<file path="src/mbus_fault_pkg.sv">
/*
 * Shared types for the MBus ring clock fault injector.
 * fault_kind codes 6 and 7 are not listed and are taken as no fault.
 * count_width sets the width of the completed-injection counter.
 */

package mbus_fault_pkg;

	// fault selector, as driven on the fault_kind port
	typedef enum logic [2:0]
	{
		GLITCH           = 3'd0,
		MISS_EDGE        = 3'd1,
		GLITCH_AFTER_INT = 3'd2,
		MISS_AFTER_INT   = 3'd3,
		STUCK_LOW        = 3'd4,
		STUCK_HIGH       = 3'd5
	} fault_kind_e;

	// how the outgoing clock is overridden
	typedef enum logic [1:0]
	{
		FORCE_NONE = 2'd0,
		FORCE_OR   = 2'd1,
		FORCE_AND  = 2'd2
	} force_mode_e;

	// override command from the sequencer to the clock gate
	// level 0 under OR, or 1 under AND, leaves the clock untouched
	typedef struct packed
	{
		force_mode_e mode;
		logic        level;
	} force_ctl_t;

	// ring lines after synchronization into CLK_FAST
	typedef struct packed
	{
		logic clk;
		logic dat;
		logic clk_rise;
		logic clk_fall;
		logic dat_toggle;
	} line_sample_t;

	localparam int count_width = 8;

endpackage

</file>
<file path="src/mbus_line_sync.sv">
/*
 * Brings the ring clock and data into CLK_FAST.
 * Levels lag the pins by 2 cycles; edge strobes follow one cycle later.
 * A line that is high out of reset gives one rise or toggle strobe.
 */

module mbus_line_sync
(
	input  logic                       CLK_FAST,
	input  logic                       RESETn,
	input  logic                       clk_in,
	input  logic                       din,
	output mbus_fault_pkg::line_sample_t line
);

	// two-flop synchronizer stages
	logic clk_s1;
	logic clk_s2;
	logic dat_s1;
	logic dat_s2;

	// synchronized values one cycle back
	logic clk_d;
	logic dat_d;

	// registered edge strobes
	logic clk_rise_q;
	logic clk_fall_q;
	logic dat_toggle_q;

	always_ff @(posedge CLK_FAST or negedge RESETn)
	begin
		if (!RESETn)
		begin
			clk_s1       <= 1'b0;
			clk_s2       <= 1'b0;
			dat_s1       <= 1'b0;
			dat_s2       <= 1'b0;
			clk_d        <= 1'b0;
			dat_d        <= 1'b0;
			clk_rise_q   <= 1'b0;
			clk_fall_q   <= 1'b0;
			dat_toggle_q <= 1'b0;
		end
		else
		begin
			clk_s1       <= clk_in;
			clk_s2       <= clk_s1;
			dat_s1       <= din;
			dat_s2       <= dat_s1;
			clk_d        <= clk_s2;
			dat_d        <= dat_s2;
			// strobes high for exactly one cycle per change
			clk_rise_q   <= clk_s2 & ~clk_d;
			clk_fall_q   <= ~clk_s2 & clk_d;
			dat_toggle_q <= dat_s2 ^ dat_d;
		end
	end

	always_comb
	begin
		line.clk        = clk_s2;
		line.dat        = dat_s2;
		line.clk_rise   = clk_rise_q;
		line.clk_fall   = clk_fall_q;
		line.dat_toggle = dat_toggle_q;
	end

endmodule

</file>
<file path="src/mbus_int_detect.sv">
/*
 * Flags an MBus interrupt: int_toggles data toggles while clk is high.
 * The flag holds for int_hold cycles and clears itself.
 * Both parameters must be at least 1.
 */

module mbus_int_detect
#(
	parameter int int_toggles = 3,
	parameter int int_hold    = 64
)
(
	input  logic                        CLK_FAST,
	input  logic                        RESETn,
	input  mbus_fault_pkg::line_sample_t line,
	output logic                        int_flag
);

	localparam int tog_w  = $clog2(int_toggles + 1);
	localparam int hold_w = $clog2(int_hold + 1);

	localparam logic [tog_w-1:0]  tog_last  = tog_w'(int_toggles - 1);
	localparam logic [hold_w-1:0] hold_load = hold_w'(int_hold - 1);

	logic [tog_w-1:0]  tog_cnt;
	logic [hold_w-1:0] hold_cnt;

	// the int_toggles-th toggle inside one high phase
	logic hit;

	assign hit = line.clk & line.dat_toggle & (tog_cnt == tog_last) & ~line.clk_fall;

	// toggle counter, cleared at every clock fall
	always_ff @(posedge CLK_FAST or negedge RESETn)
	begin
		if (!RESETn)
			tog_cnt <= '0;
		else if (line.clk_fall)
			tog_cnt <= '0;
		else if (hit)
			// start over so a second burst retriggers
			tog_cnt <= '0;
		else if (line.clk & line.dat_toggle)
			tog_cnt <= tog_cnt + 1'b1;
	end

	// hold timer
	always_ff @(posedge CLK_FAST or negedge RESETn)
	begin
		if (!RESETn)
		begin
			int_flag <= 1'b0;
			hold_cnt <= '0;
		end
		else if (hit)
		begin
			// new detection restarts the hold
			int_flag <= 1'b1;
			hold_cnt <= hold_load;
		end
		else if (hold_cnt != '0)
			hold_cnt <= hold_cnt - 1'b1;
		else
			int_flag <= 1'b0;
	end

endmodule

</file>
<file path="src/mbus_fault_fsm.sv">
/*
 * Fault sequencer: arms on inject_start, waits for a low clock phase,
 * counts glitch_delay cycles, then forces the clock until release.
 * glitch_delay and glitch_width must be at least 1.
 * Re-arming needs inject_start low for a cycle; kinds 6 and 7 do nothing.
 */

module mbus_fault_fsm
#(
	parameter int glitch_delay = 12,
	parameter int glitch_width = 4
)
(
	input  logic                                    CLK_FAST,
	input  logic                                    RESETn,
	input  logic                                    inject_start,
	input  mbus_fault_pkg::fault_kind_e              fault_kind,
	input  mbus_fault_pkg::line_sample_t             line,
	input  logic                                    int_flag,
	output mbus_fault_pkg::force_ctl_t               force_ctl,
	output logic                                    fault_active,
	output logic [mbus_fault_pkg::count_width-1:0]   inject_count
);

	import mbus_fault_pkg::*;

	localparam int cnt_max = (glitch_delay > glitch_width) ? glitch_delay : glitch_width;
	localparam int cnt_w   = $clog2(cnt_max + 1);

	typedef enum logic [2:0]
	{
		IDLE,
		ARM,
		DELAY,
		FORCE,
		DONE
	} state_e;

	state_e       state;
	fault_kind_e  kind_q;
	logic [cnt_w-1:0] cnt;
	logic         seen_rise;

	// decoded kind
	force_mode_e kind_mode;
	logic        need_int;
	logic        stuck;
	logic        rel;

	always_comb
	begin
		kind_mode = FORCE_NONE;
		need_int  = 1'b0;
		stuck     = 1'b0;
		case (kind_q)
			GLITCH:
				kind_mode = FORCE_OR;
			MISS_EDGE:
				kind_mode = FORCE_AND;
			GLITCH_AFTER_INT:
			begin
				kind_mode = FORCE_OR;
				need_int  = 1'b1;
			end
			MISS_AFTER_INT:
			begin
				kind_mode = FORCE_AND;
				need_int  = 1'b1;
			end
			STUCK_LOW:
			begin
				kind_mode = FORCE_AND;
				stuck     = 1'b1;
			end
			STUCK_HIGH:
			begin
				kind_mode = FORCE_OR;
				stuck     = 1'b1;
			end
			default:
				kind_mode = FORCE_NONE;
		endcase
	end

	// release condition per kind, only meaningful in FORCE
	always_comb
	begin
		if (stuck)
			rel = ~inject_start;
		else if (kind_mode == FORCE_OR)
			rel = (cnt == '0);
		else
			// missing edge: one whole high phase swallowed
			rel = seen_rise & line.clk_fall;
	end

	always_ff @(posedge CLK_FAST or negedge RESETn)
	begin
		if (!RESETn)
		begin
			state        <= IDLE;
			kind_q       <= GLITCH;
			cnt          <= '0;
			seen_rise    <= 1'b0;
			inject_count <= '0;
		end
		else
		begin
			case (state)
				IDLE:
				begin
					if (inject_start)
					begin
						// later changes on fault_kind are ignored
						kind_q <= fault_kind;
						state  <= ARM;
					end
				end
				ARM:
				begin
					if (!inject_start)
						state <= IDLE;
					else if (kind_mode == FORCE_NONE)
						state <= DONE;
					else if (!line.clk && (!need_int || int_flag))
					begin
						cnt       <= cnt_w'(glitch_delay - 1);
						seen_rise <= 1'b0;
						state     <= DELAY;
					end
				end
				DELAY:
				begin
					if (cnt == '0)
					begin
						cnt   <= cnt_w'(glitch_width - 1);
						state <= FORCE;
					end
					else
						cnt <= cnt - 1'b1;
				end
				FORCE:
				begin
					if (rel)
					begin
						inject_count <= inject_count + 1'b1;
						state        <= stuck ? IDLE : DONE;
					end
					else
					begin
						if (cnt != '0)
							cnt <= cnt - 1'b1;
						if (line.clk_rise)
							seen_rise <= 1'b1;
					end
				end
				DONE:
				begin
					if (!inject_start)
						state <= IDLE;
				end
				default:
					state <= IDLE;
			endcase
		end
	end

	// passive level during DELAY, active level in FORCE
	always_comb
	begin
		fault_active = (state == DELAY) || (state == FORCE);
		if (fault_active)
			force_ctl.mode = kind_mode;
		else
			force_ctl.mode = FORCE_NONE;
		if (state == FORCE)
			force_ctl.level = (kind_mode == FORCE_OR);
		else
			force_ctl.level = (kind_mode == FORCE_AND);
	end

endmodule

</file>
<file path="src/mbus_clk_gate.sv">
/*
 * Output side: overrides the raw ring clock from the force control.
 * Purely combinational; clk_out follows clk_in with no register delay.
 * Data is never touched.
 */

module mbus_clk_gate
(
	input  logic                      clk_in,
	input  logic                      din,
	input  mbus_fault_pkg::force_ctl_t force_ctl,
	output logic                      clk_out,
	output logic                      dout
);

	import mbus_fault_pkg::*;

	// decoded mode, one-hot
	logic sel_or;
	logic sel_and;

	always_comb
	begin
		sel_or  = 1'b0;
		sel_and = 1'b0;
		case (force_ctl.mode)
			FORCE_OR:
				sel_or = 1'b1;
			FORCE_AND:
				sel_and = 1'b1;
			// FORCE_NONE and unused codes pass the clock through
			default:
			begin
				sel_or  = 1'b0;
				sel_and = 1'b0;
			end
		endcase
	end

	always_comb
	begin
		if (sel_or)
			// glitch or stuck high
			clk_out = clk_in | force_ctl.level;
		else if (sel_and)
			// missing edge or stuck low
			clk_out = clk_in & force_ctl.level;
		else
			clk_out = clk_in;
	end

	// data line straight through
	assign dout = din;

endmodule

</file>
<file path="src/mbus_fault_top.sv">
/*
 * Fault injector for one break in an MBus ring.
 * Clock faults need a clk_in low phase longer than
 * 3 + glitch_delay + glitch_width CLK_FAST cycles.
 */

module mbus_fault_top
#(
	parameter int glitch_delay = 12,
	parameter int glitch_width = 4,
	parameter int int_toggles  = 3,
	parameter int int_hold     = 64
)
(
	input  logic                                  CLK_FAST,
	input  logic                                  RESETn,
	input  logic                                  clk_in,
	input  logic                                  din,
	input  mbus_fault_pkg::fault_kind_e            fault_kind,
	input  logic                                  inject_start,
	output logic                                  clk_out,
	output logic                                  dout,
	output logic                                  fault_active,
	output logic [mbus_fault_pkg::count_width-1:0] inject_count
);

	import mbus_fault_pkg::*;

	line_sample_t line;
	force_ctl_t   force_ctl;
	logic         int_flag;

	// input side
	mbus_line_sync u_line_sync
	(
		.CLK_FAST (CLK_FAST),
		.RESETn   (RESETn),
		.clk_in   (clk_in),
		.din      (din),
		.line     (line)
	);

	mbus_int_detect
	#(
		.int_toggles (int_toggles),
		.int_hold    (int_hold)
	)
	u_int_detect
	(
		.CLK_FAST (CLK_FAST),
		.RESETn   (RESETn),
		.line     (line),
		.int_flag (int_flag)
	);

	mbus_fault_fsm
	#(
		.glitch_delay (glitch_delay),
		.glitch_width (glitch_width)
	)
	u_fault_fsm
	(
		.CLK_FAST     (CLK_FAST),
		.RESETn       (RESETn),
		.inject_start (inject_start),
		.fault_kind   (fault_kind),
		.line         (line),
		.int_flag     (int_flag),
		.force_ctl    (force_ctl),
		.fault_active (fault_active),
		.inject_count (inject_count)
	);

	// output side, raw clock in and out
	mbus_clk_gate u_clk_gate
	(
		.clk_in    (clk_in),
		.din       (din),
		.force_ctl (force_ctl),
		.clk_out   (clk_out),
		.dout      (dout)
	);

endmodule

</file>
<file path="config.mk">
export PLATFORM = sky130hd
export DESIGN_NAME = mbus_fault_top
export DESIGN_NICKNAME = d
export VERILOG_FILES = /design/src/mbus_fault_pkg.sv /design/src/mbus_line_sync.sv /design/src/mbus_int_detect.sv /design/src/mbus_fault_fsm.sv /design/src/mbus_clk_gate.sv /design/src/mbus_fault_top.sv
export SDC_FILE = /design/constraint.sdc
export NUM_CORES = 1
export LEC_CHECK = 0
export BUFFER_PORTS_ARGS = -buffer_cell sky130_fd_sc_hd__buf_2
export CAP_MARGIN = 20
export CORE_MARGIN = 2
export CORE_UTILIZATION = 40
export CTS_BUF_LIST = sky130_fd_sc_hd__clkbuf_4
export DETAILED_ROUTE_END_ITERATION = 12
export HOLD_SLACK_MARGIN = 0.03
export MAX_ROUTING_LAYER = met4
export REMOVE_ABC_BUFFERS = 1
export SETUP_SLACK_MARGIN = 0.05
export SYNTH_ARGS = -nofsm -noshare
export SYNTH_HDL_FRONTEND = slang
export SYNTH_SLANG_ARGS = --single-unit
</file>
<file path="constraint.sdc">
create_clock -name CLK_FAST -period 4.89 [get_ports CLK_FAST]
set_clock_uncertainty 0.2 [all_clocks]
set_input_delay 0.489 -clock CLK_FAST [delete_from_list [all_inputs] [get_ports CLK_FAST]]
set_output_delay 0.489 -clock CLK_FAST [all_outputs]
set_load 0.03 [all_outputs]
</file>
After elaboration in Yosys (flattened, before gate mapping) --
Index checks and enable logic that the tools add are counted.
Word-level totals: bits in read-only memories 0, flip-flop bits (word level) 38, bits in latches 0, input bits 8, memories kept 0, memory bits (writable) 0, output and inout bits 11
Operators by class: bitwise logic cells 13, $mul 0, reduce and logical (&&, ||, !) cells 24, add/sub/neg operators 4, div/mod/pow operators 0, eq/ne operators 26, muxes and demuxes 40, shift-type cells 0, magnitude comparators 0
Operator list (count):
- $mux 3 | 8
- $mux 4 | 6
- $mux 1 | 16
- $pmux 3 s5 | 1
- $mux 7 | 2
- $eq 3x2->1 const B | 4
- $ne 2x2->1 const B | 6
- $pmux 4 s3 | 1
- $reduce_and 6->1 | 2
- $ne 2x1->1 const B | 5
- $eq 3x3->1 const B | 3
- $add 8x1->8 const B | 1
- $mux 2 | 4
- $and 1x1->1 | 7
- $reduce_bool 7->1 | 1
- $sub 7x1->7 const B | 1
- $eq 2x2->1 const B | 3
- $eq 3x1->1 const B | 2
- $logic_not 3->1 | 2
- $reduce_bool 3->1 | 2
- $reduce_or 3->1 | 2
- $reduce_and 5->1 | 1
- $eq 2x1->1 const B | 2
- $logic_not 4->1 | 1
- other kinds (16) | 24

Logic depth before layout (Yosys ltp) --
Gate-level depths: netlist of the first run.
depth after elaboration 10, gate-level depth with buffers 7, gate-level depth less buffers 7

Modules after synthesis --
From an unflattened synthesis of the first run, not the netlist that was laid out.
Second synthesis, totals: cells, all modules 188, area total of the unflattened synthesis 2087.0 µm²
By module, submodules not included:
- mbus_fault_fsm | instances 1, cells an instance 112, area an instance 1226.2 µm², sequential area each 475.5 µm²
- mbus_int_detect | instances 1, cells an instance 53, area an instance 540.5 µm², sequential area each 250.2 µm²
- mbus_line_sync | instances 1, cells an instance 17, area an instance 286.5 µm², sequential area each 225.2 µm²
- mbus_clk_gate | instances 1, cells an instance 6, area an instance 33.8 µm², sequential area each 0.0 µm²

Worst setup path after synthesis of the first run --
Ideal clock, no wire load.
kind register to output, from register u_fault_fsm.state[1], to output port clk_out, path slack 1.683 ns, path buffers 1, stages on the path, launching flop included 5, arrival time 2.518 ns, cells stage by stage dfrtp_1 -> buf_2 -> nor2b_1 -> nand2_1 -> o311ai_0
Between the ends: cells in the longest elaborated chain, start to end 7, elaborated cells on any way between the ends 13, classes of those cells eq/ne (4); mux (6); bitwise (2); reduce/logical (1)
Ends and longest elaborated chain:
- start, declared | RTL line mbus_fault_fsm.sv:39 | state_e state;
- start signal, assigned | RTL line mbus_fault_fsm.sv:147 | state <= stuck ? IDLE : DONE;
- $eq 3x2->1 | RTL line mbus_fault_fsm.sv:171 | fault_active = (state == DELAY) || (state == FORCE);
- $logic_or 1x1->1 * | RTL line mbus_fault_fsm.sv:171
- named net fault_active | RTL line mbus_fault_top.sv:23 | output logic fault_active,
- $mux 2 * | RTL line mbus_fault_fsm.sv:172 | if (fault_active)
- $eq 2x2->1 | RTL line mbus_clk_gate.sv:26 | case (force_ctl.mode)
- $mux 1 | RTL line mbus_clk_gate.sv:26
- $mux 1 | RTL line mbus_clk_gate.sv:45 | else if (sel_and)
- $mux 1 * | RTL line mbus_clk_gate.sv:42 | if (sel_or)
- end, declared | RTL line mbus_fault_top.sv:21 | output logic clk_out,
The timed path passes the listed nets; every way through them passes the cells marked *.

Final worst setup path of the first run --
from register u_fault_fsm.state[1], to output port clk_out
Between the ends: cells in the longest elaborated chain, start to end 7, elaborated cells on any way between the ends 13, classes of those cells eq/ne (4); mux (6); bitwise (2); reduce/logical (1)
Ends and longest elaborated chain (RTL line):
- $eq 3x2->1 (on tied branches) | mbus_fault_fsm.sv:171, mbus_fault_fsm.sv:176
- $logic_or 1x1->1 | mbus_fault_fsm.sv:171
- $mux 2 | mbus_fault_fsm.sv:172
- $eq 2x2->1 | mbus_clk_gate.sv:26
- $mux 1 | mbus_clk_gate.sv:26
- $mux 1 | mbus_clk_gate.sv:45
- $mux 1 * | mbus_clk_gate.sv:42
Mark *: on every way between the ends. The rest lies on a longest branch, timed or not.

==> flow_metrics.env, run 1 <==
export IMPL_outcome="completed"
export IMPL_master_cell_of_the_clock_root_buffer="sky130_fd_sc_hd__clkbuf_4"
export IMPL_met1Wirelength_um=1660
export IMPL_detailed_place_hpwl_um=2380
export IMPL_cts_buffers_inserted=5
export IMPL_final_period_minus_worst_setup_slack_ps=2720
export IMPL_cts_resized=0
export IMPL_grt_pass1_wl_um=5870
export IMPL_layout_area_overhead_vs_synth_pct=12.9
export IMPL_powerDensity_nw_per_um2=546
export IMPL_ys_dominant_reg_cell="sky130_fd_sc_hd__dfrtp_1"
export IMPL_synth_edff_count=0
export IMPL_routed_wirelength_um=3380
export IMPL_drt_iter0_markers=62
export IMPL_antenna_found_initial=0
export IMPL_arrival_ps=2030
export IMPL_route_antenna_remaining_nets=0
export IMPL_cts_tree="built"
export IMPL_io_pins=19
export IMPL_syn_inst=176
export IMPL_timing_worst_slew_pin_value_ps=833
export IMPL_ctsHoldBuffers=0
export IMPL_cp_delay_by_family_top="simple AND/OR/NAND/NOR gates"
export IMPL_clock_path_buffers=2
export IMPL_power_frac_seq_pct=44.1
export IMPL_synth_top_cell_area_share_pct=51.7
export IMPL_max_cap_violations=0
export IMPL_crit_path_end_kind="output pin"
export IMPL_final_setup_viol_count=0
export IMPL_async_flop_share_pct=100
export IMPL_avgSynthCellArea_um2=10.5
export IMPL_design_power_total_uw=1130
export IMPL_dieArea_um2=5160
export IMPL_worstHoldPathType="primary input to asynchronous set/reset pin"
export IMPL_drt_vias_per_instance=5.35
export IMPL_finalHoldViolCount=0
export IMPL_dieHeight_um=71.8
export IMPL_cp_slowest_stage_delay_ps=540
export IMPL_filler_cell_count=403
export IMPL_ys_warn_count=0
export IMPL_synthMostInstantiatedCell="sky130_fd_sc_hd__dfrtp_1"
export IMPL_timing_max_transition_violations_final=0
export IMPL_layout_cells_non_filler=249
export IMPL_gpl_final_weighted_congestion=0.835
export IMPL_netSwitchingPower_uw=419
export IMPL_power_share_combinational_pct=31.9
export IMPL_clk_transition_reported_paths_ps=130
export IMPL_p_leak_uw=0.000970
export IMPL_grt_max_degree=39
export IMPL_slew_headroom_pct=44.5
export IMPL_ys_seq_area_share_pct=51.7
export IMPL_placed_cells=241
export IMPL_post_route_cells_drive_above_1_share_pct=18.8
export IMPL_power_ir_vdd_worst_uv=288
export IMPL_worst_skew_pair_late_latency_ps=360
export IMPL_worst_path_max_fanout=10
export IMPL_route_top_layer_used="met4"
export IMPL_clockPowerShare_pct=24.0
export IMPL_first_global_vias=1335
export IMPL_route_detailed_drc=0
export IMPL_sw_frac_of_total_pct=36.9
export IMPL_critical_path_slowest_cell="sky130_fd_sc_hd__dfrtp_1"
export IMPL_detail_route_wl_per_cell_um=13.6
export IMPL_synth_top_area_cell="sky130_fd_sc_hd__dfrtp_1"
export IMPL_netlist_top_cells_area="sky130_fd_sc_hd__dfrtp_1, sky130_fd_sc_hd__nand2_1, sky130_fd_sc_hd__ha_1, sky130_fd_sc_hd__mux2_2, sky130_fd_sc_hd__xnor2_1"
export IMPL_commonest_cells_post_synth="sky130_fd_sc_hd__dfrtp_1, sky130_fd_sc_hd__nand2_1, sky130_fd_sc_hd__a21oi_1, sky130_fd_sc_hd__inv_1, sky130_fd_sc_hd__o21ai_0"
export IMPL_cts_sinks=38
export IMPL_diodes=0
export IMPL_cts_setup_buffers=0
export IMPL_routed_via_count=1333
export IMPL_placement_rows=24
export IMPL_final_nets=210
export IMPL_rsz0062_at_grt="no"
export IMPL_core_area_um2=4380
export IMPL_critical_path_required_ps=4200
export IMPL_port_buffers=18
export IMPL_critical_path_cell_chain="nor2b_1, nand2_1, o21ai_0, nand2_1, o311ai_0, buf_2"
export IMPL_starting_utilization_of_the_core_area_pct=42.0
export IMPL_grt_util_all_layers_pct=15.1
export IMPL_count_of_state_elements_after_synthesis=38
export IMPL_synthDistinctLibCells=42
export IMPL_global_route_overflow_total=0
export IMPL_syn_area_um2=1840
export IMPL_setup_tns_ps=0
export IMPL_setup_worst_path_start_class="flop"
export IMPL_finalCoreUtilization_pct=47.4
export IMPL_f_max_ghz=0.367
export IMPL_critical_path_buf_inv_count=1
export IMPL_timing_critical_path_mode_cell="sky130_fd_sc_hd__nand2_1"
export IMPL_htree_levels=2
export IMPL_post_route_period_util_pct=55.7
export IMPL_die_width_um=71.8
export IMPL_routed_wl_met2_um=1560
export IMPL_drtPass1Iterations=6
export IMPL_path_class="flop to output pin"
export IMPL_wl_met3_um=112
export IMPL_p_int_uw=716
==> cell families (layout without fill, tap and decap cells) <==
logic type                 Yosys count  count (layout)  synth area share [%]
DFF                                 38              38                  51.7
AOI/OAI and AO/OA                   36              36                  13.3
buffers and inverters               14              35                  3.13
and+or+nand+nor                     65              65                  19.0
muxes                                6               6                  3.67
adders and majority gates            6               6                  4.08
xor gates and xnor gates            11              11                  5.23
==> power groups by stage <==
stage          Sequential (µW)  Clock (µW)  Combinational (µW)
4_1_cts                    497         279                 365
5_1_grt                    518         292                 409
3_5_place_dp               503           0                 364
2_1_floorplan              501           0                 268
3_3_place_gp               501           0                 354
6_report                   500         273                 361
==> worst paths after layout <==
| kind | endpoint | slack [ps] | cells after the start | from |
|---|---|---|---|---|
| worst min-delay path | u_int_detect.tog_cnt[0] | 20 | 1 | RESETn |
| max in group asynchronous | u_fault_fsm.kind_q[1] | 3930 | 1 | RESETn |
| worst max register to register | u_fault_fsm.inject_count[1] | 2430 | 6 | u_fault_fsm.cnt[0] |
| min in group CLK_FAST | u_line_sync.dat_s1 | 60 | 1 | din |
| worst min register to register | u_line_sync.dat_s2 | 160 | 0 | u_line_sync.dat_s1 |
| worst max-delay path | clk_out | 2170 | 6 | u_fault_fsm.state[1] |
==> registers in the layout, summed over array words and instances, names as in the netlist <==
name and flops:
u_int_detect.hold_cnt 7, u_line_sync.clk_fall_q 1, u_line_sync.clk_s1 1, u_fault_fsm.cnt 4, u_fault_fsm.kind_q 3, u_fault_fsm.seen_rise 1, u_fault_fsm.state 3, u_line_sync.dat_s2 1
u_int_detect.tog_cnt 2, u_line_sync.clk_d 1, u_line_sync.clk_rise_q 1, u_line_sync.dat_toggle_q 1, u_fault_fsm.inject_count 8, u_line_sync.dat_d 1, u_line_sync.dat_s1 1, u_int_detect.int_flag 1
u_line_sync.clk_s2 1
==> routing by layer <==
layer | track usage, % | vias up
met2 | 24.5 | 22
met4 | 7.13 | 0
met1 | 18.2 | 647
met3 | 3.09 | 5
li1 | - | 659
met5 | - | -
==> final cells by class <==
class	count	area, µm²	area share [%]
Clock buffer	5	37.5	1.81
Clock inverter	3	68.8	3.31
Inverter	9	33.8	1.63
Multi-Input combinational cell	124	832	40.0
Sequential cell	38	951	45.8
Tap cell	52	65.1	3.13
Timing Repair Buffer	18	90.1	4.33
==> cells in the final DEF, fill, tap and decap left out, drive strengths merged, types with 3 or more instances in the layout <==
master,n
nand2,21
nor2b,6
a21oi,11
nand2b,3
a211oi,3
and3,7
nand4,5
ha,6
buf,18
nor2,5
clkbuf,5
nand3,4
xor2,4
o21ai,9
inv,9
mux2,6
xnor2,7
nor3,4
dfrtp,38
==> stage by stage <==
step	hold WS, ps	area (µm²)	worst slack, ps
final	20.3	2080	2170
after global routing	45.9	2080	1950
after CTS	48.2	2080	2160
after detailed placement	135	1970	2470
after global placement	135	1970	2590
after floorplan	-6.59	1820	1690
No activity file was read; power rests on OpenSTA's default activity.
==> inputs of run 2 (changes only) <==
ABC_AREA = 1   (was default)
clock period = 2.4 ns   (was 4.89 ns; I/O delays follow)
==> run 2 against run 1 <==
  * Die area increased by 9.6%
  * Count of clock-buffer cells in the layout unchanged
  * Critical path depth unchanged
  * Worst hold slack improved by 140 ps
  * Critical endpoint unchanged
  * Largest power group is now combinational logic
==> flow_metrics.env, run 2 <==
export IMPL_setup_worst_path_start_class="flop"
export IMPL_layout_cells_most_common="sky130_fd_sc_hd__nand2_1"
export IMPL_post_dp_cell_area_um2=2170
export IMPL_drt_vias_per_instance=4.76
export IMPL_routed_via_count=1619
export IMPL_synth_top_cell_area_share_pct=46.9
export IMPL_post_route_period_util_pct=86.4
export IMPL_crit_path_end_kind="output pin"
export IMPL_post_route_cells_drive_above_1_share_pct=16.1
export IMPL_grt_max_degree=39
export IMPL_ys_warn_count=0
export IMPL_mostFrequentLayoutCells="sky130_fd_sc_hd__nand2_1, sky130_fd_sc_hd__dfrtp_1, sky130_fd_sc_hd__inv_1, sky130_fd_sc_hd__nor2_1, sky130_fd_sc_hd__buf_2"
export IMPL_timing_worst_slew_pin_value_ps=844
export IMPL_htree_levels=2
export IMPL_final_setup_viol_count=0
export IMPL_async_flop_share_pct=100
export IMPL_synth_edff_count=0
export IMPL_cts_setup_buffers=0
export IMPL_grt_pass1_wl_um=6580
export IMPL_place_ws_ps=593
export IMPL_max_cap_violations=0
export IMPL_final_period_minus_worst_setup_slack_ps=2070
export IMPL_rsz0062_at_grt="no"
export IMPL_routed_wirelength_um=3770
export IMPL_ys_dominant_reg_cell="sky130_fd_sc_hd__dfrtp_1"
export IMPL_syn_inst=244
export IMPL_count_of_state_elements_after_synthesis=38
export IMPL_cts_sinks=38
export IMPL_finalCoreUtilization_pct=47.4
export IMPL_max_flop_register="u_fault_fsm.inject_count"
export IMPL_layout_area_overhead_vs_synth_pct=12.7
export IMPL_critical_path_required_ps=1960
export IMPL_multi_input_combinational_cell_area_um2=918
export IMPL_master_cell_of_the_clock_root_buffer="sky130_fd_sc_hd__clkbuf_4"
export IMPL_path_class="flop to output pin"
export IMPL_placement_rows=25
export IMPL_timing_max_transition_violations_final=0
export IMPL_synth_top_area_cell="sky130_fd_sc_hd__dfrtp_1"
export IMPL_finalHoldViolCount=0
export IMPL_largestRegisters="u_fault_fsm.inject_count (8), u_int_detect.hold_cnt (7), u_fault_fsm.cnt (4)"
export IMPL_post_layout_worst_setup_margin_ps=326
export IMPL_core_area_um2=4820
export IMPL_drtPass1Iterations=4
export IMPL_synthDistinctLibCells=31
export IMPL_io_pins=19
export IMPL_setup_tns_ps=0
export IMPL_avgSynthCellArea_um2=8.31
export IMPL_slew_headroom_pct=43.7
export IMPL_detailed_place_hpwl_um=2720
export IMPL_detail_route_wl_per_cell_um=11.1
export IMPL_diodes=0
export IMPL_p_leak_uw=0.00119
export IMPL_outcome="completed"
export IMPL_dieHeight_um=75.2
export IMPL_ys_seq_area_share_pct=46.9
export IMPL_route_antenna_remaining_nets=0
export IMPL_antenna_found_initial=0
export IMPL_drt_iter0_markers=80
export IMPL_grt_util_all_layers_pct=15.7
export IMPL_largest_register_ffs=8
export IMPL_regArea_um2=951
export IMPL_clk_transition_reported_paths_ps=120
export IMPL_port_buffers=18
export IMPL_route_detailed_drc=0
export IMPL_worst_path_max_fanout=7
export IMPL_commonest_cells_post_synth="sky130_fd_sc_hd__nand2_1, sky130_fd_sc_hd__dfrtp_1, sky130_fd_sc_hd__inv_1"
export IMPL_worst_skew_pair_late_latency_ps=340
export IMPL_final_nets=286
export IMPL_filler_cell_count=500
export IMPL_syn_area_um2=2030
export IMPL_f_max_ghz=0.482
export IMPL_clock_path_buffers=2
export IMPL_netlist_top_cells_area="sky130_fd_sc_hd__dfrtp_1, sky130_fd_sc_hd__nand2_1, sky130_fd_sc_hd__inv_1, sky130_fd_sc_hd__nor2_1, sky130_fd_sc_hd__ha_1"
export IMPL_arrival_ps=1630
export IMPL_global_route_overflow_total=0
export IMPL_synthMostInstantiatedCell="sky130_fd_sc_hd__nand2_1"
export IMPL_starting_utilization_of_the_core_area_pct=42.1
export IMPL_powerDensity_nw_per_um2=1240
export IMPL_first_global_vias=1561
export IMPL_dieArea_um2=5650
export IMPL_finalInstanceArea_um2=2280
export IMPL_cts_tree="built"
export IMPL_cts_buffers_inserted=5
export IMPL_power_ir_vdd_worst_uv=513
export IMPL_die_width_um=75.2
export IMPL_gpl_final_weighted_congestion=0.916
export IMPL_worstHoldPathType="primary input to flop"
==> run 2: cell types whose count changed after synthesis, sizes merged, moves of 6 or more <==
| cell | before | now |
|---|---|---|
| nand3 | 4 | 18 |
| nor2b | 6 | 0 |
| nand2 | 21 | 69 |
| mux2 | 6 | 0 |
| and3 | 7 | 0 |
| inv | 9 | 34 |
| nor2 | 5 | 23 |
==> run 2: cells by family (layout without fill, tap and decap cells) <==
logic type | Yosys count | count (layout) | share of synthesized area [%]
AO/OA/AOI/OAI | 27 | 27 | 7.84
XOR/XNOR | 11 | 11 | 4.75
adder cells (fa/ha/maj) | 6 | 6 | 3.70
buffers and inverters | 37 | 66 | 7.78
flip-flops | 38 | 38 | 46.9
AND/OR/NAND/NOR | 125 | 125 | 29.0
==> run 2: through the flow <==
step | std cells | total power, µW | hold slack, ps
floorplan | 241 | 2170 | -256
detailed placement | 326 | 2510 | 136
global placement | 326 | 2480 | 132
global route | 340 | 3110 | 182
finish | 340 | 2830 | 156
CTS | 340 | 2850 | 140
==> run 2: area by class of cell <==
| type | count | area share (%) |
|---|---|---|
| clock buffers | 5 | 1.64 |
| clock inverters | 3 | 0.712 |
| inverters | 34 | 5.59 |
| well taps | 67 | 3.67 |
| multi-input cells | 169 | 40.2 |
| flip-flops and latches | 38 | 41.6 |
| repair buffers | 24 | 6.57 |
==> run 2: power by group <==
group          internal (µW)  switching (µW)  total [µW]
Clock                    109             218         327
Sequential               876             215        1090
Combinational            494             914        1410
Total                   1480            1350        2830
==> run 2: final timing paths <==
path	depth (start not counted)	slack (ps)	to	from
worst max register to register	10	570	u_fault_fsm.inject_count[5]	u_fault_fsm.cnt[0]
max in group asynchronous	2	1130	u_line_sync.clk_s2	RESETn
min in group asynchronous	2	340	u_int_detect.hold_cnt[3]	RESETn
worst min-delay path	5	160	u_fault_fsm.state[2]	inject_start
worst max-delay path	6	330	clk_out	u_fault_fsm.state[2]
worst min register to register	0	160	u_line_sync.clk_s2	u_line_sync.clk_s1
==> run 2: critical path, stage by stage, from the launching register on <==
cell and delay, ps:
sky130_fd_sc_hd__dfrtp_1 470, sky130_fd_sc_hd__inv_2 110, sky130_fd_sc_hd__nand3_2 160, sky130_fd_sc_hd__a21oi_1 170, sky130_fd_sc_hd__o221ai_1 130, sky130_fd_sc_hd__nand2_1 70, sky130_fd_sc_hd__buf_2 190
==> run 2: metal layers <==
layer,GRT usage [%],vias up,wire [µm],part of all wire (%)
met3,3.61,4,132,3.5
met4,4.29,0,31,0.82
met2,24.6,26,1680,45
li1,-,839,-,-
met5,-,-,0,0
met1,20.5,750,1920,51
==> run 2: repair_timing <==
action / 4_1_cts / 5_1_grt
gates resized for setup: 0 / 0
hold buffers: 6 / 0
endpoints found under the hold margin: 43 / 0
